--- src/flow_pkg.sv ---
// Flow control sizes for the LLR buffer and both credit loops.
// Kept apart from the datapath sizes because they describe the link, not the data.
package flow_pkg;

    // Number of LLR pairs the buffer holds.
    // The upstream source starts with this many input credits.
    localparam int FIFO_DEPTH_DEFAULT = 16;

    // Depth of the downstream buffer, counted in beats.
    // The output credit counter reloads to this value on reset.
    localparam int OUT_CREDITS_DEFAULT = 4;

    // Width of every credit counter in the design
    localparam int CREDIT_W = 8;

endpackage

--- src/demod_pkg.sv ---
// Sizes that describe the symbol and LLR datapath of the QPSK demapper.
// Every module that carries samples, LLRs or tags sizes its ports from here.
package demod_pkg;

    // Width of one I or Q sample as delivered by the front end.
    // Samples are two's complement, so the top bit is the sign.
    localparam int IQ_DW_DEFAULT = 16;

    // Width of one soft bit after demapping.
    // The LLR is cut from the top of the sample, so it keeps the sample sign.
    // It must not exceed half of IQ_DW_DEFAULT, which the demapper checks.
    localparam int LLR_DW_DEFAULT = 8;

    // Width of the per-symbol tag that rides along with both output beats.
    // The tag is opaque to the datapath and is only stored and replayed.
    localparam int TAG_W = 2;

endpackage
--- src/demod_top.sv ---
`timescale 1ns/1ns

// Soft-decision QPSK demapping stage.
// Symbols come in as I/Q pairs under input credits.
// LLRs go out as two serial beats per symbol under output credits.
module demod_top #(
    parameter int IQ_DW       = demod_pkg::IQ_DW_DEFAULT,
    parameter int LLR_DW      = demod_pkg::LLR_DW_DEFAULT,
    parameter int FIFO_DEPTH  = flow_pkg::FIFO_DEPTH_DEFAULT,
    parameter int OUT_CREDITS = flow_pkg::OUT_CREDITS_DEFAULT
) (
    input  logic                           clk_i,
    input  logic                           reset_ni,

    // Input side, the source starts with FIFO_DEPTH credits
    input  logic                           in_valid,
    input  logic signed [IQ_DW-1:0]        in_i,
    input  logic signed [IQ_DW-1:0]        in_q,
    input  logic [demod_pkg::TAG_W-1:0]    in_tag,
    input  logic                           in_last,
    output logic                           in_credit,

    // Output side, the sink returns one credit per consumed beat
    output logic                           out_valid,
    output logic signed [LLR_DW-1:0]       out_llr,
    output logic [demod_pkg::TAG_W-1:0]    out_tag,
    output logic                           out_last,
    input  logic                           credit_return
);

    import demod_pkg::*;

    // LLR pair between demapper and buffer
    logic                     pair_valid;
    logic signed [LLR_DW-1:0] pair_llr_i;
    logic signed [LLR_DW-1:0] pair_llr_q;
    logic [TAG_W-1:0]         pair_tag;
    logic                     pair_last;

    // Slices each symbol into its LLR pair, one cycle latency
    qpsk_demap #(
        .IQ_DW  (IQ_DW),
        .LLR_DW (LLR_DW)
    ) u_demap (
        .clk_i      (clk_i),
        .reset_ni   (reset_ni),
        .in_valid   (in_valid),
        .in_i       (in_i),
        .in_q       (in_q),
        .in_tag     (in_tag),
        .in_last    (in_last),
        .pair_valid (pair_valid),
        .pair_llr_i (pair_llr_i),
        .pair_llr_q (pair_llr_q),
        .pair_tag   (pair_tag),
        .pair_last  (pair_last)
    );

    // Holds pairs and plays them out as I then Q beats
    // Its depth sets how many input credits the source may hold
    llr_fifo #(
        .LLR_DW      (LLR_DW),
        .FIFO_DEPTH  (FIFO_DEPTH),
        .OUT_CREDITS (OUT_CREDITS)
    ) u_fifo (
        .clk_i         (clk_i),
        .reset_ni      (reset_ni),
        .pair_valid    (pair_valid),
        .pair_llr_i    (pair_llr_i),
        .pair_llr_q    (pair_llr_q),
        .pair_tag      (pair_tag),
        .pair_last     (pair_last),
        .credit_return (credit_return),
        .in_credit     (in_credit),
        .out_valid     (out_valid),
        .out_llr       (out_llr),
        .out_tag       (out_tag),
        .out_last      (out_last)
    );

endmodule

--- src/llr_fifo.sv ---
`timescale 1ns/1ns

// Buffer and serializer for LLR pairs.
// Pairs are stored whole and sent as two beats, I first and Q second.
// Both beats carry the tag, the Q beat alone carries the frame marker.
// The output side spends one credit per beat and regains one per credit_return.
// The input side gets a credit back once the Q beat of a pair has gone out.
module llr_fifo #(
    parameter int LLR_DW      = demod_pkg::LLR_DW_DEFAULT,
    parameter int FIFO_DEPTH  = flow_pkg::FIFO_DEPTH_DEFAULT,
    parameter int OUT_CREDITS = flow_pkg::OUT_CREDITS_DEFAULT
) (
    input  logic                           clk_i,
    input  logic                           reset_ni,

    // LLR pair from the demapper, written at the next edge
    input  logic                           pair_valid,
    input  logic signed [LLR_DW-1:0]       pair_llr_i,
    input  logic signed [LLR_DW-1:0]       pair_llr_q,
    input  logic [demod_pkg::TAG_W-1:0]    pair_tag,
    input  logic                           pair_last,

    // One pulse per beat consumed by the downstream buffer
    input  logic                           credit_return,

    // One pulse per pair freed, back to the upstream source
    output logic                           in_credit,

    // Serial beat stream
    output logic                           out_valid,
    output logic signed [LLR_DW-1:0]       out_llr,
    output logic [demod_pkg::TAG_W-1:0]    out_tag,
    output logic                           out_last
);

    import demod_pkg::*;
    import flow_pkg::*;

    // A depth of one still needs a one-bit pointer
    localparam int PTR_W = (FIFO_DEPTH > 1) ? $clog2(FIFO_DEPTH) : 1;
    localparam int CNT_W = $clog2(FIFO_DEPTH + 1);

    localparam logic [PTR_W-1:0]    LAST_IDX   = PTR_W'(FIFO_DEPTH - 1);
    localparam logic [CNT_W-1:0]    FULL_CNT   = CNT_W'(FIFO_DEPTH);
    localparam logic [CREDIT_W-1:0] CREDIT_MAX = CREDIT_W'(OUT_CREDITS);

    // Storage, one slot per pair
    logic signed [LLR_DW-1:0] mem_llr_i [FIFO_DEPTH];
    logic signed [LLR_DW-1:0] mem_llr_q [FIFO_DEPTH];
    logic [TAG_W-1:0]         mem_tag   [FIFO_DEPTH];
    logic                     mem_last  [FIFO_DEPTH];

    // Circular buffer bookkeeping
    logic [PTR_W-1:0] wr_ptr;
    logic [PTR_W-1:0] rd_ptr;
    logic [CNT_W-1:0] fill;
    logic             empty;
    logic             full;

    // Low while the I half of the head entry is next, high for the Q half
    logic             half_q;

    // Beats the downstream buffer can still take
    logic [CREDIT_W-1:0] out_credits;

    // Advance a pointer and wrap at the last slot, also for odd depths
    function automatic logic [PTR_W-1:0] ptr_inc(input logic [PTR_W-1:0] ptr);
        logic [PTR_W-1:0] nxt;
        if (ptr == LAST_IDX) begin
            nxt = '0;
        end else begin
            nxt = ptr + 1'b1;
        end
        return nxt;
    endfunction

    assign empty = (fill == '0);
    assign full  = (fill == FULL_CNT);

    // A beat goes out in every cycle with data and at least one credit
    // There is no ready, the credit itself is the permission to send
    assign out_valid = !empty && (out_credits != '0);

    // Sending the Q half frees the head slot, which is also the input credit
    assign in_credit = out_valid && half_q;

    // Head entry, with the half select choosing the LLR
    assign out_llr  = half_q ? mem_llr_q[rd_ptr] : mem_llr_i[rd_ptr];
    assign out_tag  = mem_tag[rd_ptr];
    // The frame marker belongs to the Q beat only
    assign out_last = half_q && mem_last[rd_ptr];

    // Pair storage, written whole at the write pointer
    always_ff @(posedge clk_i) begin
        if (pair_valid) begin
            mem_llr_i[wr_ptr] <= pair_llr_i;
            mem_llr_q[wr_ptr] <= pair_llr_q;
            mem_tag[wr_ptr]   <= pair_tag;
            mem_last[wr_ptr]  <= pair_last;
        end
    end

    // Pointers and fill level
    always_ff @(posedge clk_i) begin
        if (!reset_ni) begin
            wr_ptr <= '0;
            rd_ptr <= '0;
            fill   <= '0;
        end else begin
            if (pair_valid) begin
                wr_ptr <= ptr_inc(wr_ptr);
            end
            if (in_credit) begin
                rd_ptr <= ptr_inc(rd_ptr);
            end
            // Write and free in the same cycle leave the fill unchanged
            case ({pair_valid, in_credit})
                2'b10:   fill <= fill + 1'b1;
                2'b01:   fill <= fill - 1'b1;
                default: fill <= fill;
            endcase
        end
    end

    // Half select toggles on every sent beat
    always_ff @(posedge clk_i) begin
        if (!reset_ni) begin
            half_q <= 1'b0;
        end else if (out_valid) begin
            half_q <= !half_q;
        end
    end

    // Output credits, spent per beat and regained per return pulse
    always_ff @(posedge clk_i) begin
        if (!reset_ni) begin
            out_credits <= CREDIT_MAX;
        end else begin
            case ({out_valid, credit_return})
                2'b10:   out_credits <= out_credits - 1'b1;
                2'b01:   out_credits <= out_credits + 1'b1;
                default: out_credits <= out_credits;
            endcase
        end
    end

    // Input credits guarantee space, so a write into a full buffer is a source error
    a_no_overflow : assert property (
        @(posedge clk_i) disable iff (!reset_ni)
        pair_valid |-> !full
    ) else $error("llr_fifo: pair written while the buffer is full");

    // The sink can never return more credits than it was given at reset
    a_credit_bound : assert property (
        @(posedge clk_i) disable iff (!reset_ni)
        out_credits <= CREDIT_MAX
    ) else $error("llr_fifo: output credits exceed %0d", OUT_CREDITS);

    // Spending the last credit with no return in flight must stall the next cycle
    a_credit_stall : assert property (
        @(posedge clk_i) disable iff (!reset_ni)
        (out_valid && (out_credits == CREDIT_W'(1)) && !credit_return) |=> !out_valid
    ) else $error("llr_fifo: beat sent with zero output credits");

endmodule

--- src/qpsk_demap.sv ---
`timescale 1ns/1ns

// Hard-sliced soft demapper for QPSK.
// Each symbol gives one LLR for the I bit and one for the Q bit.
// The LLR is the top LLR_DW bits of the sample, so its sign follows the sample
// and a positive value favours bit 0.
module qpsk_demap #(
    parameter int IQ_DW  = demod_pkg::IQ_DW_DEFAULT,
    parameter int LLR_DW = demod_pkg::LLR_DW_DEFAULT
) (
    input  logic                           clk_i,
    input  logic                           reset_ni,

    // Symbol side, one symbol per cycle while in_valid is high
    input  logic                           in_valid,
    input  logic signed [IQ_DW-1:0]        in_i,
    input  logic signed [IQ_DW-1:0]        in_q,
    input  logic [demod_pkg::TAG_W-1:0]    in_tag,
    input  logic                           in_last,

    // LLR pair towards the buffer, one cycle after the symbol
    output logic                           pair_valid,
    output logic signed [LLR_DW-1:0]       pair_llr_i,
    output logic signed [LLR_DW-1:0]       pair_llr_q,
    output logic [demod_pkg::TAG_W-1:0]    pair_tag,
    output logic                           pair_last
);

    // Soft values taken straight from the sample MSBs
    logic signed [LLR_DW-1:0] llr_i;
    logic signed [LLR_DW-1:0] llr_q;

    // The slice itself is the LLR and is not scaled by noise variance
    assign llr_i = in_i[IQ_DW-1 -: LLR_DW];
    assign llr_q = in_q[IQ_DW-1 -: LLR_DW];

    // Valid flag follows in_valid one cycle later
    always_ff @(posedge clk_i) begin
        if (!reset_ni) begin
            pair_valid <= 1'b0;
        end else begin
            pair_valid <= in_valid;
        end
    end

    // Payload is loaded only with a valid symbol and holds otherwise
    always_ff @(posedge clk_i) begin
        if (in_valid) begin
            pair_llr_i <= llr_i;
            pair_llr_q <= llr_q;
            pair_tag   <= in_tag;
            pair_last  <= in_last;
        end
    end

    // The I and Q slices must fit in the sample they are cut from
    a_llr_width : assert property (
        @(posedge clk_i) LLR_DW <= IQ_DW / 2
    ) else $error("qpsk_demap: LLR_DW %0d exceeds half of IQ_DW %0d", LLR_DW, IQ_DW);

endmodule

--- config.mk ---
export PLATFORM = sky130hd
export DESIGN_NAME = demod_top
export DESIGN_NICKNAME = d
export VERILOG_FILES = /design/src/flow_pkg.sv /design/src/demod_pkg.sv /design/src/demod_top.sv /design/src/llr_fifo.sv /design/src/qpsk_demap.sv
export SDC_FILE = /design/constraint.sdc
export NUM_CORES = 1
export LEC_CHECK = 0
export BUFFER_PORTS_ARGS = -buffer_cell sky130_fd_sc_hd__buf_4
export CAP_MARGIN = 20
export CORE_UTILIZATION = 55
export CTS_CLUSTER_DIAMETER = 80
export DETAILED_ROUTE_END_ITERATION = 6
export GPL_TIMING_DRIVEN = 0
export PLACE_DENSITY = 0.83
export SYNTH_ARGS = -nofsm -noshare
export SYNTH_HDL_FRONTEND = slang
export SYNTH_HIERARCHICAL = 1
export SYNTH_SLANG_ARGS = --single-unit
--- constraint.sdc ---
create_clock -name clk_i -period 2.8 [get_ports clk_i]
set_clock_uncertainty 0.05 [all_clocks]
set_input_delay 0.84 -clock clk_i [delete_from_list [all_inputs] [get_ports clk_i]]
set_output_delay 0.84 -clock clk_i [all_outputs]
set_load 0.01 [all_outputs]
==> metrics.cfg <==
[worst_setup_path]
path_max_fanout = 7
max_stage_delay_ns = 0.57
required_ns = 1.91
cp_cell_sequence = buf_8 > buf_12 > buf_16 > mux4_2 > mux4_2 > mux2_4 > buf_6
crit_buf_inv = 4
slowest_stage = mux4_2
path_class = register to output port
cpMostUsedCell = mux4_2
cp.arrival_ns = 2.90
critPathTopFamily = multiplexers
crit_path_start_kind = register
crit_path_end_kind = output port

[hold_path]
hold_path.class = primary input to register

[yosys]
synthCells = 636
synth_area_per_cell_um2 = 21.5
netlist_area_um2 = 13700
ys_ff_latch = 350
synth_ff_type = edfxtp_1
synth.distinct_cells = 42
syn_nets = 693
ys_seq_area_frac = 0.749
synth_edf_count = 323
async_reset_ff_frac = 0
ys_warn_count = 6

[place]
hpwl_um = 18900
io_buffers = 35
gp_congestion = 0.753

[power_and_ir_drop]
p_clk_frac = 0.370
combPwrFrac = 0.159
powerDensity_nw_per_um2 = 786
total_power_mw = 12.9
cellLeakagePower_nw = 5.36
vdd.ir_drop.worst_uv = 401
p_int_mw = 9.67
p_sw_mw = 3.21
pwr-share-seq = 0.471
sw_frac_of_total = 0.249

[timing]
finalWorstSetupSlack_ns = -0.989
max_freq_ghz = 0.264
tightestPinTransition_ns = 1.22
setup_viol = 12
finalHoldViolCount = 0
slew_viol_final = 0
rsz0062_at_grt = yes
min_period_ns = 3.79
slew_headroom = 0.187
fin_crit_sh = 1.35
holdWs_ns = 0.435

[clock_tree]
clk_path_buf_depth = 3
cts_tree = built
insertion_delay_ns = 0.54
ctsHoldBuffers = 0
clkTransAtPathRegs_ns = 0.08
clock-sinks = 350
cts_root_buf = clkbuf_16
cts_max_level = 2
cts_inserted_buffers = 34

[floorplanning]
die_h_um = 160
ios = 52
rows = 57
start_util = 0.562
fp.dieW_um = 160
dieArea_um2 = 25500
core_um2 = 24300

[cells_and_area]
post-route-util = 0.674
num_antenna_cells = 0
drive_above_1_share = 0.365
layout.nets = 801
n_fill_cell = 1355
synthToLayoutAreaGrowth_pct = 19.9

[grt]
gr-total-overflow = 0
grt_use_total = 0.284
grt_use_met2 = 0.490
grt.met1_usage = 0.349
grt_pass1_wl_um = 50300
grt_pass1_vias = 7592
grt_busiest_layer = met2
antenna_found_initial = 0
grt_max_degree = 21
grtUsageMet3 = 0.0558

[routing]
ant_nets = 0
drt-vias-per-instance = 6.86
drt_iter0_drc = 1098
routed_wl_um = 37700
routedWlPerCell_um = 34.5
vias = 7481
drc = 0
firstDrtPassIters = 5

[status]
violations = setup timing
outcome = complete, but fails checks

[flow_run]
maxCapViolations = 0

cell usage after synthesis (4+ instances only):
master | number | share of area
dfxtp_1 | 27 | 0.040
mux2i_1 | 10 | 0.0073
edfxtp_1 | 323 | 0.71
a21o_1 | 4 | 0.0022
nor2_1 | 18 | 0.0049
nand3_1 | 5 | 0.0018
nand2_1 | 12 | 0.0033
mux2_2 | 8 | 0.0066
a21oi_1 | 10 | 0.0037
clkbuf_1 | 20 | 0.0055
inv_1 | 7 | 0.0019
buf_2 | 5 | 0.0018
and2_1 | 18 | 0.0082
mux4_2 | 95 | 0.16
buf_6 | 4 | 0.0033
ha_1 | 17 | 0.016
nand2b_1 | 4 | 0.0018
xor2_1 | 10 | 0.0064
logic make-up (layout without fill, tap and decap cells):
family / Yosys count / after routing / share of synthesized area
flip-flops: 350 / 350 / 0.749
AND/OR/NAND/NOR: 68 / 68 / 0.0253
XOR/XNOR: 12 / 12 / 0.00769
adder cells (fa/ha/maj): 18 / 18 / 0.0170
buffers and inverters: 39 / 170 / 0.0134
AO/OA/AOI/OAI: 36 / 36 / 0.0174
multiplexers: 113 / 113 / 0.170
timing repair:
item | 4_1_cts | 5_1_grt
buffers inserted | 11 | 15
gates cloned | 4 | 0
pin swaps | 4 | 7
gates resized for setup | 62 | 40
endpoints found under the setup margin | 19 | 15
stage by stage:
stage	std cells	cell area [µm²]	setup slack [ns]	setup TNS [ns]
after floorplan	636	13700	-0.0565	-0.501
after global placement	995	14400	-0.779	-7.29
after detailed placement	1008	14600	-0.879	-8.67
after CTS	1078	16200	-0.873	-8.92
after global routing	1091	16400	-0.993	-9.83
final	1091	16400	-0.989	-9.38
state kept, by name, indices dropped and copies added, names as in the netlist, named ones only:
signal	count
u_demap/pair_last	1
u_demap/pair_llr_i	8
u_demap/pair_tag	2
u_fifo/out_credits	8
u_fifo/wr_ptr	4
u_fifo/mem_tag	32
u_fifo/rd_ptr	4
u_fifo/fill	5
u_fifo/mem_llr_i	128
u_fifo/half_q	1
u_fifo/mem_llr_q	128
u_demap/pair_llr_q	8
u_fifo/mem_last	16
u_demap/pair_valid	1
layout by cell type, fill, tap and decap left out, types with 8 or more instances in the layout:
| cell | Yosys | final |
|---|---|---|
| buf_4 | 0 | 40 |
| buf_16 | 0 | 8 |
| nor2_1 | 18 | 18 |
| clkbuf_1 | 20 | 10 |
| edfxtp_1 | 323 | 323 |
| and2_1 | 18 | 18 |
| ha_1 | 17 | 11 |
| a21oi_1 | 10 | 9 |
| xor2_1 | 10 | 9 |
| mux2_4 | 0 | 8 |
| clkinv_2 | 0 | 8 |
| dfxtp_1 | 27 | 20 |
| mux2i_1 | 10 | 10 |
| clkbuf_16 | 0 | 35 |
| mux4_2 | 95 | 95 |
| buf_8 | 0 | 15 |
| buf_6 | 4 | 15 |
| clkbuf_4 | 0 | 8 |
| nand2_1 | 12 | 11 |
metal layers:
layer  up-vias  wire, µm
met5         -         0
met4         0      2360
met3       160      4200
met2       703     18700
met1      3781     12400
li1       2837         -
worst paths after layout:
check                                       endpoint                                from  slack [ns]  cells past startpoint
setup / recovery                          out_llr[4]                            register       -0.99                      7
setup reg to reg         u_fifo/fill[4]$_SDFFE_PN0P_  u_fifo/out_credits[0]$_SDFFE_PN0P_       -0.05                     13
hold / removal         u_demap/pair_tag[0]$_DFFE_PP_                           in_tag[0]        0.43                      1
hold reg to reg   u_fifo/out_credits[7]$_SDFFE_PN0P_  u_fifo/out_credits[7]$_SDFFE_PN0P_        0.49                      2
cell type report:
cell class,count,area (µm²),area share
sequential,350,10300,0.625
multi-input combinational,247,3410,0.208
timing repair buffer,76,898,0.0548
clock buffer,38,887,0.0541
tap,324,405,0.0247
buffer,28,268,0.0163
clock inverter,21,246,0.0150
inverter,7,31.3,0.00191
power groups by stage:
| stage | logic (mW) | registers (mW) | clock network (mW) |
|---|---|---|---|
| floorplan | 1.06 | 6.06 | 0 |
| global placement | 1.36 | 6.09 | 0 |
| detailed placement | 1.44 | 6.12 | 0 |
| CTS | 1.73 | 6.04 | 4.72 |
| global route | 2.12 | 6.08 | 4.98 |
| finish | 2.04 | 6.07 | 4.77 |
No activity file was read; power rests on OpenSTA's default activity.
